--- config.mk ---
export PLATFORM = sky130hd
export DESIGN_NAME = idb_router_flat
export DESIGN_NICKNAME = d
export VERILOG_FILES = /design/src/rtl/nd_proc_pkg.sv /design/src/rtl/rf_port_if.sv /design/src/rtl/idb_router.sv /design/src/flat_wrapper.sv
export SDC_FILE = /design/constraint.sdc
export NUM_CORES = 1
export LEC_CHECK = 0
export BUFFER_PORTS_ARGS = -buffer_cell sky130_fd_sc_hd__buf_2
export CORE_UTILIZATION = 21
export DETAILED_ROUTE_END_ITERATION = 16
export PLACE_DENSITY = 0.8
export RECOVER_POWER = 25
export SLEW_MARGIN = 20
export SYNTH_ARGS = -nofsm -noshare
export SYNTH_HDL_FRONTEND = slang
export SYNTH_SLANG_ARGS = --single-unit
--- constraint.sdc ---
create_clock -name vclk -period 0.8
set_input_delay 0.08 -clock vclk [all_inputs]
set_output_delay 0.08 -clock vclk [all_outputs]
set_load 0.005 [all_outputs]
--- src/rtl/nd_proc_pkg.sv ---
// ==============================
// ND120 processor shared types
// Microword field positions, IDB source
// and command codes, bus word types
// ==============================
`default_nettype none

package nd_proc_pkg;

  typedef logic [63:0] csbits_t;        // Full microinstruction word
  typedef logic [15:0] idb_word_t;      // IDB, gate-array bus and RF word

  localparam int unsigned bank_w = 2;   // RF bank select width
  localparam int unsigned op_w   = 4;   // A and B operand width

  // RF address as laid out on the RAM pins, high to low
  typedef struct packed {
    logic [bank_w-1:0] bank;            // Bank from the gate array
    logic [op_w-1:0]   lba;             // B operand
    logic [op_w-1:0]   laa;             // A operand
  } rf_addr_t;

  localparam int unsigned csidbs_lsb = 37;  // IDB source field
  localparam int unsigned csidbs_w   = 5;
  localparam int unsigned cscomm_lsb = 32;  // Command field
  localparam int unsigned cscomm_w   = 5;
  localparam int unsigned lba_lsb    = 16;  // B operand field
  localparam int unsigned laa_lsb    = 20;  // A operand field

  localparam logic [csidbs_w-1:0] idbs_reg = 5'd5;   // Source REG
  localparam logic [cscomm_w-1:0] cmd_wrf  = 5'd14;  // Command WRF

  localparam int unsigned rf_depth_default = 1024;  // Bit 10 grounded on the sheet

endpackage

`default_nettype wire

--- src/rtl/rf_port_if.sv ---
// ==============================
// Register-file access port
// Address, select and write strobe from
// the decoder, data from router and RAM
// ==============================
`default_nettype none

interface rf_port_if #(
  parameter type word_t = nd_proc_pkg::idb_word_t  // Payload carried on the port
) ();
  import nd_proc_pkg::*;

  rf_addr_t addr;    // Bank, B and A operand
  logic     cs_n;    // Chip select, ERF_n on the sheet
  logic     we_n;    // Gated write, TWRF_n on the sheet
  word_t    wdata;   // Merged write data
  word_t    rdata;   // Zero unless reading

  modport decode (
    output addr,
    output cs_n,
    output we_n
  );

  modport router (
    input  rdata,
    output wdata
  );

  modport ram (
    input  addr,
    input  cs_n,
    input  we_n,
    input  wdata,
    output rdata
  );

endinterface

`default_nettype wire

--- src/rtl/idb_router.sv ---
// ==============================
// IDB router
// Byte transceivers to the gate-array bus
// and OR merge of IDB and RF data
// ==============================
`default_nettype none

module idb_router (
  input  wire logic                   bedo_n,    // Direction, low drives A side
  input  wire logic                   estof_n,   // Transceiver enable, active low
  input  wire nd_proc_pkg::idb_word_t idb_in,    // IDB from outside
  input  wire nd_proc_pkg::idb_word_t fidb_in,   // Gate-array bus into B side
  output nd_proc_pkg::idb_word_t      idb_out,   // Merged IDB out
  output nd_proc_pkg::idb_word_t      fidb_out,  // B side toward gate array
  rf_port_if.router                   rf         // RF data path
);
  import nd_proc_pkg::*;

  idb_word_t a_in;   // A-side input
  idb_word_t a_out;  // A-side output
  idb_word_t b_out;  // B-side output
  logic      b2a;    // Driving toward the IDB
  logic      a2b;    // Driving toward the gate array

  // One 16-bit path stands for both byte chips
  assign b2a = ~estof_n & ~bedo_n;
  assign a2b = ~estof_n & bedo_n;

  // Undriven bus lines read as zero
  assign a_in  = idb_in | rf.rdata;
  assign a_out = b2a ? fidb_in : '0;
  assign b_out = a2b ? a_in : '0;

  assign fidb_out = b_out;
  assign idb_out  = rf.rdata | a_out;  // RF read or gate-array data
  assign rf.wdata = idb_in | a_out;    // Write source, never RF itself

endmodule

`default_nettype wire

--- src/flat_wrapper.sv ---
// flat-port wrapper written by rule: the top's interface ports become plain ports
module idb_router_flat import nd_proc_pkg::*;
  (bedo_n, estof_n, idb_in, fidb_in, idb_out, fidb_out, rf_rdata, rf_wdata);
  rf_port_if rf_i ();
  input  wire logic bedo_n;
  input  wire logic estof_n;
  input  wire nd_proc_pkg::idb_word_t idb_in;
  input  wire nd_proc_pkg::idb_word_t fidb_in;
  output nd_proc_pkg::idb_word_t idb_out;
  output nd_proc_pkg::idb_word_t fidb_out;
  input wire logic [$bits(rf_i.rdata)-1:0] rf_rdata;
  output wire logic [$bits(rf_i.wdata)-1:0] rf_wdata;
  assign rf_i.rdata = rf_rdata;
  assign rf_wdata = rf_i.wdata;
  idb_router u_core (.bedo_n(bedo_n), .estof_n(estof_n), .idb_in(idb_in), .fidb_in(fidb_in), .idb_out(idb_out), .fidb_out(fidb_out), .rf(rf_i));
endmodule
==> run metrics <==
Tmin final=0.7990 ns; total power=514.7 uW; I/O pin total=98; CTS Hold Bufs=0; Final Cycle Share=99.87%; CP Cell Sequence=buf_6 > nor2_4 > buf_4 > a21o_1 > buf_2; kind of cell adding the most delay to the critical path=buffers and inverters; row count=15; Synth Warn #=0; setup violators final=0; num sequential=0; Post-route DRC=0; Setup crit start=estof_n; post-synth net total=121; Setup WS pre-CTS=-0.02545 ns; HP Start=idb_in[4]; grt ovf=0; FF/Latch Area=0 sq um; Routed WL per cell=9.459 microns; Synth top area share=58.36%; gpl congestion=0.6759; post-layout net count=about 220; Die H=46.28 microns; Die ar.=approximately 2100 sq um; Max Clock Freq=1252 MHz; core area=1783 sq um; worst setup path class=input pin to primary output; Mapped Cells=71; maxcap violations=0; cell depth of the worst setup path=5; WL met1=between 600 and 700 microns; crit path DAT=0.72 ns; initial core utilization=23.09%; Avg Inst Size Synth=5.798 sq um; met2 WL=964 microns; # diodes=0; fillcell total=180; slowest stage cell, crit path=buf_4; synthesized area=411.6 sq um; Initial DRC Count=5; clkbuf count=0; Distinct cells, synth=7; share of layout cells above drive strength 1=60.95%; HP Class=input pin to primary output; highest routed layer=met3; most area-consuming cells after synthesis=a21o_1, nor2_1, buf_4; Pleak=0.7059 nW; WL met3=181 microns; Setup crit end kind=primary output; Setup crit end=rf_wdata[15]; Post-CTS Repair Setup Buffers=0; Max FO, Critical Path=8; Final ANT Viol Nets=0; Hold Vio Cnt, Final=0; dpl hpwl=1544 microns; final worst slack=approximately 0.0010 ns; IO buf count=just under 100; Slew Limit Fails=0; startpoint type of the worst setup path=input pin; Synth-to-Final Area Change=136.5%; DIE WIDTH=46.28 microns; vias in the first global route=~610; register area share after synthesis=0%; WP buf/inv=3; area leader, netlist=a21o_1; Max stage delay on crit path=~0.18 ns; initial antenna violation count=0; largest net degree at the start of global routing=17; Worst Path Required=a little over 0.7 ns; RSZ-0062 raised after global routing=yes; first-pass GRT wire length=~2200 microns; drt total wl=1835 microns; Vias/cell=4.474; Total GRT Usage=13.28%; Via Count=868; outcome=finished clean; worst slew pin tran=about 0.14 ns; max_slew headroom=90.88%; Max IR drop VDD=0.3037 mV; pwr/cell area=528.7 nW/um^2; TritonRoute pass-1 iters=4
worst min path at each step:
stage / to / cells past startpoint
after floorplan: idb_out[0] / 1
final: rf_wdata[4] / 3
after CTS: rf_wdata[4] / 3
after global placement: rf_wdata[0] / 3
after detailed placement: rf_wdata[4] / 3
after global routing: rf_wdata[15] / 3
cells in the mapped netlist:
library cell,n
a21o_1,32
nor2_1,32
buf_4,3
buf_2,1
buf_6,1
nand2b_1,1
nor2_2,1
placed cells by master (no fill, tap or decap):
cell      instances
buf_2            93
nor2_1           32
a21o_1           32
buf_6             5
clkbuf_1          2
nand2b_4          1
nor2_4            1
buf_4             1
clkbuf_2          1
buf_8             1
power by group:
group / internal [mW] / leakage (nW) / total (mW) / switching (mW)
combinational: 0.296 / 0.706 / 0.515 / 0.219
sequential: 0 / 0 / 0 / 0
clock: 0 / 0 / 0 / 0
total: 0.296 / 0.706 / 0.515 / 0.219
timing repair:
item / 4_1_cts / 5_1_grt
setup endpoints to repair: 35 / 48
resized for setup: 4 / 8
cloned: 0 / 1
pin swaps: 0 / 2
cells by family after synthesis:
| kind of cell | synth area share, % |
|---|---|
| and+or+nand+nor | 32.22 |
| AOI/OAI and AO/OA | 58.36 |
| buffers and inverters | 9.421 |
layer usage:
| metal | global-route usage (%) | vias to the layer above |
|---|---|---|
| met4 | 0 | 0 |
| met1 | 14.25 | 366 |
| met5 | 0 | - |
| met3 | 0 | 0 |
| met2 | 29.30 | 63 |
| li1 | - | 439 |
stage by stage:
step           util [%]  area (sq um)  std cells  hold WS [ns]  TNS [ns]
6_report          54.60         973.4        194        0.4112         0
5_1_grt           54.60         973.4        194        0.4193   -0.8650
4_1_cts           52.70         939.7        193        0.4124   -0.6341
3_5_place_dp      51.86         924.6        193        0.4100   -0.6326
3_3_place_gp      51.86         924.6        193        0.4083   -0.2282
2_1_floorplan         -         411.6         71        0.2328         0
final cells by class:
class	count	area [sq um]	share of cell area [%]
multi-input cells	66	385.4	39.59
well taps	25	31.28	3.213
repair buffers	103	556.8	57.20
(Power assumes the default switching activity.)
