**src/rtl/nd_proc_pkg.sv**
```systemverilog
// ==============================
// ND120 processor shared types
// Microword field positions, IDB source
// and command codes, bus word types
// ==============================
`default_nettype none

package nd_proc_pkg;

  typedef logic [63:0] csbits_t;        // Full microinstruction word
  typedef logic [15:0] idb_word_t;      // IDB, gate-array bus and RF word

  localparam int unsigned bank_w = 2;   // RF bank select width
  localparam int unsigned op_w   = 4;   // A and B operand width

  // RF address as laid out on the RAM pins, high to low
  typedef struct packed {
    logic [bank_w-1:0] bank;            // Bank from the gate array
    logic [op_w-1:0]   lba;             // B operand
    logic [op_w-1:0]   laa;             // A operand
  } rf_addr_t;

  localparam int unsigned csidbs_lsb = 37;  // IDB source field
  localparam int unsigned csidbs_w   = 5;
  localparam int unsigned cscomm_lsb = 32;  // Command field
  localparam int unsigned cscomm_w   = 5;
  localparam int unsigned lba_lsb    = 16;  // B operand field
  localparam int unsigned laa_lsb    = 20;  // A operand field

  localparam logic [csidbs_w-1:0] idbs_reg = 5'd5;   // Source REG
  localparam logic [cscomm_w-1:0] cmd_wrf  = 5'd14;  // Command WRF

  localparam int unsigned rf_depth_default = 1024;  // Bit 10 grounded on the sheet

endpackage

`default_nettype wire

```
**src/rtl/rf_port_if.sv**
```systemverilog
// ==============================
// Register-file access port
// Address, select and write strobe from
// the decoder, data from router and RAM
// ==============================
`default_nettype none

interface rf_port_if #(
  parameter type word_t = nd_proc_pkg::idb_word_t  // Payload carried on the port
) ();
  import nd_proc_pkg::*;

  rf_addr_t addr;    // Bank, B and A operand
  logic     cs_n;    // Chip select, ERF_n on the sheet
  logic     we_n;    // Gated write, TWRF_n on the sheet
  word_t    wdata;   // Merged write data
  word_t    rdata;   // Zero unless reading

  modport decode (
    output addr,
    output cs_n,
    output we_n
  );

  modport router (
    input  rdata,
    output wdata
  );

  modport ram (
    input  addr,
    input  cs_n,
    input  we_n,
    input  wdata,
    output rdata
  );

endinterface

`default_nettype wire

```
**src/rtl/csword_decode.sv**
```systemverilog
// ==============================
// Microword decode for the RF
// Forms read flag, chip select, gated
// write strobe and the RF address
// ==============================
`default_nettype none

module csword_decode (
  input  wire logic                 rst_n,    // Async reset, active low
  input  wire nd_proc_pkg::csbits_t csbits,   // Microinstruction word
  input  wire logic [1:0]           rf_bank,  // Bank number
  input  wire logic                 wrfstb,   // Write RF strobe
  input  wire logic                 term_n,   // Bus cycle terminate
  output logic                      rrf_n,    // Read RF flag
  rf_port_if.decode                 rf        // RF access port
);
  import nd_proc_pkg::*;

  logic [csidbs_w-1:0] csidbs;   // IDB source
  logic [cscomm_w-1:0] cscomm;   // Command
  logic [op_w-1:0]     laa;      // A operand
  logic [op_w-1:0]     lba;      // B operand
  logic                src_reg;  // Source is REG
  logic                cmd_wr;   // Command is WRF
  logic                wr_go;    // All write terms true

  assign csidbs  = csbits[csidbs_lsb +: csidbs_w];
  assign cscomm  = csbits[cscomm_lsb +: cscomm_w];
  assign laa     = csbits[laa_lsb +: op_w];
  assign lba     = csbits[lba_lsb +: op_w];

  assign src_reg = (csidbs == idbs_reg);
  assign cmd_wr  = (cscomm == cmd_wrf);

  // Strobe qualified by terminate, as the NAND on the sheet
  assign wr_go   = cmd_wr & wrfstb & term_n;

  always_comb begin
    rrf_n       = 1'b1;  // Inactive while in reset
    rf.cs_n     = 1'b1;
    rf.we_n     = 1'b1;
    rf.addr     = '0;
    if (rst_n) begin
      rrf_n         = ~src_reg;           // Low on a REG source
      rf.cs_n       = ~(src_reg | cmd_wr); // Select on read or write
      rf.we_n       = ~wr_go;
      rf.addr.bank  = rf_bank;
      rf.addr.lba   = lba;
      rf.addr.laa   = laa;
    end
  end

endmodule

`default_nettype wire

```
**src/flat_wrapper.sv**
```systemverilog
// flat-port wrapper written by rule: the top's interface ports become plain ports
module csword_decode_flat import nd_proc_pkg::*;
  (rst_n, csbits, rf_bank, wrfstb, term_n, rrf_n, rf_addr, rf_cs_n, rf_we_n);
  rf_port_if rf_i ();
  input  wire logic rst_n;
  input  wire nd_proc_pkg::csbits_t csbits;
  input  wire logic [1:0] rf_bank;
  input  wire logic wrfstb;
  input  wire logic term_n;
  output logic rrf_n;
  output wire logic [$bits(rf_i.addr)-1:0] rf_addr;
  output wire logic [$bits(rf_i.cs_n)-1:0] rf_cs_n;
  output wire logic [$bits(rf_i.we_n)-1:0] rf_we_n;
  assign rf_addr = rf_i.addr;
  assign rf_cs_n = rf_i.cs_n;
  assign rf_we_n = rf_i.we_n;
  csword_decode u_core (.rst_n(rst_n), .csbits(csbits), .rf_bank(rf_bank), .wrfstb(wrfstb), .term_n(term_n), .rrf_n(rrf_n), .rf(rf_i));
endmodule
```
**config.mk**
```make
export PLATFORM = sky130hd
export DESIGN_NAME = csword_decode_flat
export DESIGN_NICKNAME = d
export VERILOG_FILES = /design/src/rtl/nd_proc_pkg.sv /design/src/rtl/rf_port_if.sv /design/src/rtl/csword_decode.sv /design/src/flat_wrapper.sv
export SDC_FILE = /design/constraint.sdc
export NUM_CORES = 1
export LEC_CHECK = 0
export ABC_AREA = 1
export BUFFER_PORTS_ARGS = -buffer_cell sky130_fd_sc_hd__buf_2
export CAP_MARGIN = 20
export CORE_AREA = 5 5 42 44
export DETAILED_ROUTE_END_ITERATION = 8
export DIE_AREA = 0 0 47 49
export PLACE_DENSITY_LB_ADDON = 0.05
export SLEW_MARGIN = 0
export SYNTH_ARGS = -nofsm -noshare
export SYNTH_HDL_FRONTEND = slang
export SYNTH_SLANG_ARGS = --single-unit
```
**constraint.sdc**
```tcl
create_clock -name vclk -period 0.9
set_clock_uncertainty 0.05 [all_clocks]
set_input_delay 0.09 -clock vclk [all_inputs]
set_output_delay 0.09 -clock vclk [all_outputs]
set_load 0.01 [all_outputs]
```
==> results.json, run 1 <==
{
  "drive_gt1_frac": 0.520,
  "max_stage_delay_ns": 0.13,
  "synth_xor_area_frac": 0,
  "core-area_um2": 1400,
  "start_util": 0.109,
  "ys_warn_count": 0,
  "antenna_cells": 0,
  "power.leakage_nw": 0.309,
  "post-place-cells": 91,
  "ios": 82,
  "fp-row-count": 14,
  "clockBufferCount": 0,
  "synth-compound-area-share": 0,
  "slew_headroom": 0.911,
  "wire_per_inst_um": 7.12,
  "start_kind": "input port",
  "drcViolationCount": 0,
  "cp_top_family": "simple AND/OR/NAND/NOR gates",
  "slowest_stage": "nor2_1",
  "synth_fp_nets": 108,
  "area_growth_pct": 134,
  "hold_start": "csbits[18]",
  "die_h_um": 49,
  "port_buffers": 36,
  "holdPathEnd": "rf_addr[6]",
  "netlist_area_um2": 153,
  "synth_area_per_cell_um2": 3.91,
  "synth_fa_ha_area_frac": 0,
  "via_per_inst": 3.44,
  "fin_crit_sh": 0.867,
  "hold_viol_final": 0,
  "hold_buffers": 0,
  "worst_hold_slack_ns": 0.392,
  "ir_drop_mv": 0.0677,
  "fin_tns_setup_ns": 0,
  "netlist_top_cells_count": "16 x inv_1, 13 x nand2_1, 5 x nor2_1, 2 x nand3_1",
  "combPwrFrac": 1.000,
  "pwr-share-seq": 0,
  "crit_top_cell": "buf_2",
  "grt_pass1_vias": 228,
  "die_area_um2": 2300,
  "routed-via-count": 313,
  "grt_overflow": 0,
  "grt_start_max_net_pins": 11,
  "hold_depth": 4,
  "synth_top_area_frac": 0.393,
  "synth_cell_types": 7,
  "internal_power_mw": 0.0680,
  "final_nets": 146,
  "setup_viol": 0,
  "p_switching_mw": 0.0601,
  "netlist_instances": 39,
  "synth_top_family_by_area": "simple AND/OR/NAND/NOR gates",
  "muxShareOfSynthArea": 0,
  "antenna_found_initial": 0,
  "critical_path_arrival_ns": 0.64,
  "ant_nets": 0,
  "crit_chain": "buf_2, nor2_1, nand3_1, nand2_1, inv_1, buf_2",
  "pwr-share-clk": 0,
  "worstMarginPinSlew_ns": 0.134,
  "min_period_ns": 0.780,
  "critPathBufInv": 3,
  "max-cap-violations": 0,
  "crit_path_end_kind": "output port",
  "dp_hpwl_um": 605,
  "chipWidth_um": 47,
  "synthSimpleGateAreaFrac": 0.549,
  "clock.fmax_ghz": 1.28,
  "maxSlewViolCount": 0,
  "power.density_nw_per_um2": 358,
  "regArea_um2": 0,
  "status": "finished, final reports clean",
  "first_pass_iters": 1,
  "sw_frac_of_total": 0.469,
  "yosys.area.top_type": "inv_1",
  "hold_class": "input port to output port",
  "ys_seq_area_frac": 0,
  "final_cells": 91,
  "n_sequential_cell": 0,
  "drt-initial-drc-count": 0,
  "yosys.cell_count.top_type": "inv_1",
  "crit_required_ns": 0.76,
  "track_usage": 0.0428,
  "cp_max_fo": 2,
  "routed_wl_um": 648,
  "gp_congestion": 0.544,
  "grt_pass1_wl_um": 814,
  "yosys-top-cells-area": "inv_1 39%, nand2_1 32%, nor2_1 12%, nand3_1 6.6%, nand4_1 4.1%",
  "rsz0062_at_grt": "false",
  "worstSetupPathType": "input port to output port",
  "final_util": 0.255
}
-- power by group through the flow --
stage          clock network (mW)  registers (mW)  logic, mW
6_report                        0               0      0.128
5_1_grt                         0               0      0.144
3_3_place_gp                    0               0      0.128
2_1_floorplan                   0               0     0.0520
4_1_cts                         0               0      0.130
3_5_place_dp                    0               0      0.129
-- final cells by class --
cell class                      count  area, µm²
Tap cell                           16       20.0
Inverter                           17       63.8
Fill cell                         171       1040
Timing Repair Buffer               37        188
Multi-Input combinational cell     21       86.3
-- worst min-delay path: stages --
cell	delay, ns
buf_2	0.07
nand2_1	0.04
inv_1	0.04
buf_2	0.11
-- through the flow --
stage	power, mW	setup slack [ns]	cell area [µm²]
after floorplan	0.0520	0.292	153
after global placement	0.128	0.0993	355
after detailed placement	0.129	0.0904	355
after CTS	0.130	0.0859	355
after global routing	0.144	0.0453	358
final	0.128	0.120	358
-- worst max-delay path by stage --
stage	from	depth (start not counted)	to	slack, ns
final	csbits[36]	6	rf_cs_n	0.12
after global routing	rst_n	7	rf_cs_n	0.05
after CTS	rst_n	7	rf_cs_n	0.09
after detailed placement	rst_n	7	rf_cs_n	0.09
after global placement	rst_n	7	rf_cs_n	0.1
after floorplan	csbits[37]	5	rf_cs_n	0.29
-- placed cells by master, fill, tap and decap left out, drive strengths merged --
cell   instances
inv           17
nand3          2
buf           37
nand4          1
nand2         13
nor2           5
-- logic make-up (layout without fill, tap and decap cells) --
logic type,count (synthesis),count (layout)
and+or+nand+nor,21,21
buffers and inverters,18,54
-- per-layer routing --
metal / GRT usage / wire length (µm) / up-vias
li1: - / - / 175
met1: 0.0609 / 245 / 106
met2: 0.0679 / 199 / 32
met3: 0.0111 / 203 / 0
met4: 0 / 0 / 0
met5: 0 / 0 / -
-- repair_timing --
item | CTS | global route
buffers inserted | 0 | 0
setup endpoints to repair | 0 | 1
gates resized for setup | 0 | 1
Power figures use the tool's default switching activity.
==> run 2, diff against run 1 <==
Settings changed: ABC_AREA 1 to 0, BUFFER_PORTS_ARGS -buffer_cell sky130_fd_sc_hd__buf_2 to -buffer_cell sky130_fd_sc_hd__buf_4.
==> results.json, run 2 <==
{
  "ant_nets": 0,
  "status": "complete, but fails checks",
  "finalWorstSetupSlack_ns": -0.0233,
  "hold_buffers": 0,
  "fp-row-count": 14,
  "area_growth_pct": 242,
  "max-cap-violations": 0,
  "hold_class": "input port to output port",
  "grt_start_max_net_pins": 14,
  "ys_warn_count": 0,
  "antenna_cells": 0,
  "netlist_area_um2": 120,
  "finalPower_mw": 0.154,
  "antenna_found_initial": 0,
  "post-place-ws_ns": -0.0667,
  "power.density_nw_per_um2": 375,
  "first_pass_iters": 1,
  "violations": "negative setup slack",
  "fin_crit_sh": 1.03,
  "hold_start": "term_n",
  "via_per_inst": 3.87,
  "final_cell_mix": "35 x buf_4, 10 x and2_1, 2 x nand3_1",
  "grt_pass1_wl_um": 807,
  "routed_wl_um": 647,
  "crit_required_ns": 0.76,
  "start_kind": "input port",
  "drt-initial-drc-count": 0,
  "synth_area_per_cell_um2": 6.67,
  "drive_gt1_frac": 0.717,
  "cp_max_fo": 2,
  "track_usage": 0.0435,
  "worstSetupPathType": "input port to output port",
  "maxSlewViolCount": 0,
  "cts_setup_buffers": 0,
  "yosys.area.top_type": "and2_1",
  "wire_per_inst_um": 9.38,
  "hold_viol_final": 0,
  "rsz0062_at_grt": "true",
  "cp-startpoint": "csbits[36]",
  "worstMarginPinSlew_ns": 0.167,
  "slew_headroom": 0.888,
  "gp_congestion": 0.660,
  "synth_cell_types": 8,
  "crit_path_end_kind": "output port",
  "die_area_um2": 2300,
  "core-area_um2": 1400,
  "drcViolationCount": 0,
  "clock.fmax_ghz": 1.08,
  "setup_viol": 2,
  "synth_fp_nets": 87,
  "min_period_ns": 0.923,
  "chipWidth_um": 47,
  "critical_path_arrival_ns": 0.78,
  "grt_overflow": 0,
  "netlist_top_cells_count": "10 x and2_1, 2 x nand3_1",
  "ios": 82,
  "n_sequential_cell": 0,
  "start_util": 0.0857,
  "regArea_um2": 0,
  "power.leakage_nw": 0.215,
  "final_nets": 124,
  "clockBufferCount": 0,
  "die_h_um": 49,
  "synth_top_area_frac": 0.521,
  "yosys-top-cells-area": "and2_1 52%, and4bb_2 10%, nor3b_2 10%, nand3_1 8.3%, nand4b_1 7.3%",
  "ys_seq_area_frac": 0,
  "grt_pass1_vias": 219,
  "port_buffers": 36,
  "yosys.cell_count.top_type": "and2_1",
  "routed-via-count": 267,
  "netlist_instances": 18,
  "final_common_cell": "buf_4",
  "ir_drop_mv": 0.0938
}
[run 2: cell types whose count changed in the layout (fill, tap and decap cells not counted), moves of 4 or more]
| cell | before | now |
|---|---|---|
| and2_1 | 0 | 10 |
| buf_2 | 36 | 0 |
| buf_4 | 1 | 35 |
| inv_1 | 16 | 1 |
| nand2_1 | 13 | 0 |
| nor2_1 | 4 | 0 |
[run 2: logic make-up after synthesis]
logic type	share of synthesized area
buffers and inverters	0.0624
and+or+nand+nor	0.885
AOI/OAI and AO/OA	0.0521
[run 2: where the power goes]
group	switching, mW	total [mW]	internal [mW]	leakage (nW)
registers	0	0	0	0
logic	0.0456	0.154	0.108	0.215
clock network	0	0	0	0
[run 2: final timing paths]
kind / to / cells past startpoint
hold / removal: rf_we_n / 3
setup / recovery: rf_we_n / 5
[run 2: worst max-delay path, cell delays in order]
cell and delay (ns):
buf_6 0.08, nand4b_1 0.17, nor3b_2 0.20, nand3_1 0.09, buf_4 0.15
[run 2: through the flow]
stage                     hold slack [ns]  utilization  setup TNS, ns  std cells  cell area (µm²)
after detailed placement            0.397        0.290         -0.107         69              407
after global placement              0.398        0.290        -0.0762         69              407
after global routing                0.417        0.293         -0.114         69              410
after CTS                           0.408        0.293         -0.109         69              410
after floorplan                     0.222            -              0         18              120
final                               0.407        0.293        -0.0261         69              410
[run 2: layout make-up]
cell class | count | area (µm²)
fill | 155 | 991
timing repair buffer | 36 | 274
multi-input combinational | 16 | 113
tap | 16 | 20.0
inverter | 1 | 3.75
[run 2: what timing repair did]
action / CTS / global route
resized for setup: 1 / 0
pin swaps: 2 / 1
endpoints found under the setup margin: 2 / 2
[run 2: metal layers]
| layer | part of all wire | GRT usage |
|---|---|---|
| met1 | 0.25 | 0.0370 |
| met2 | 0.48 | 0.0928 |
| met3 | 0.27 | 0.0148 |
| met4 | 0 | 0 |
| met5 | 0 | 0 |
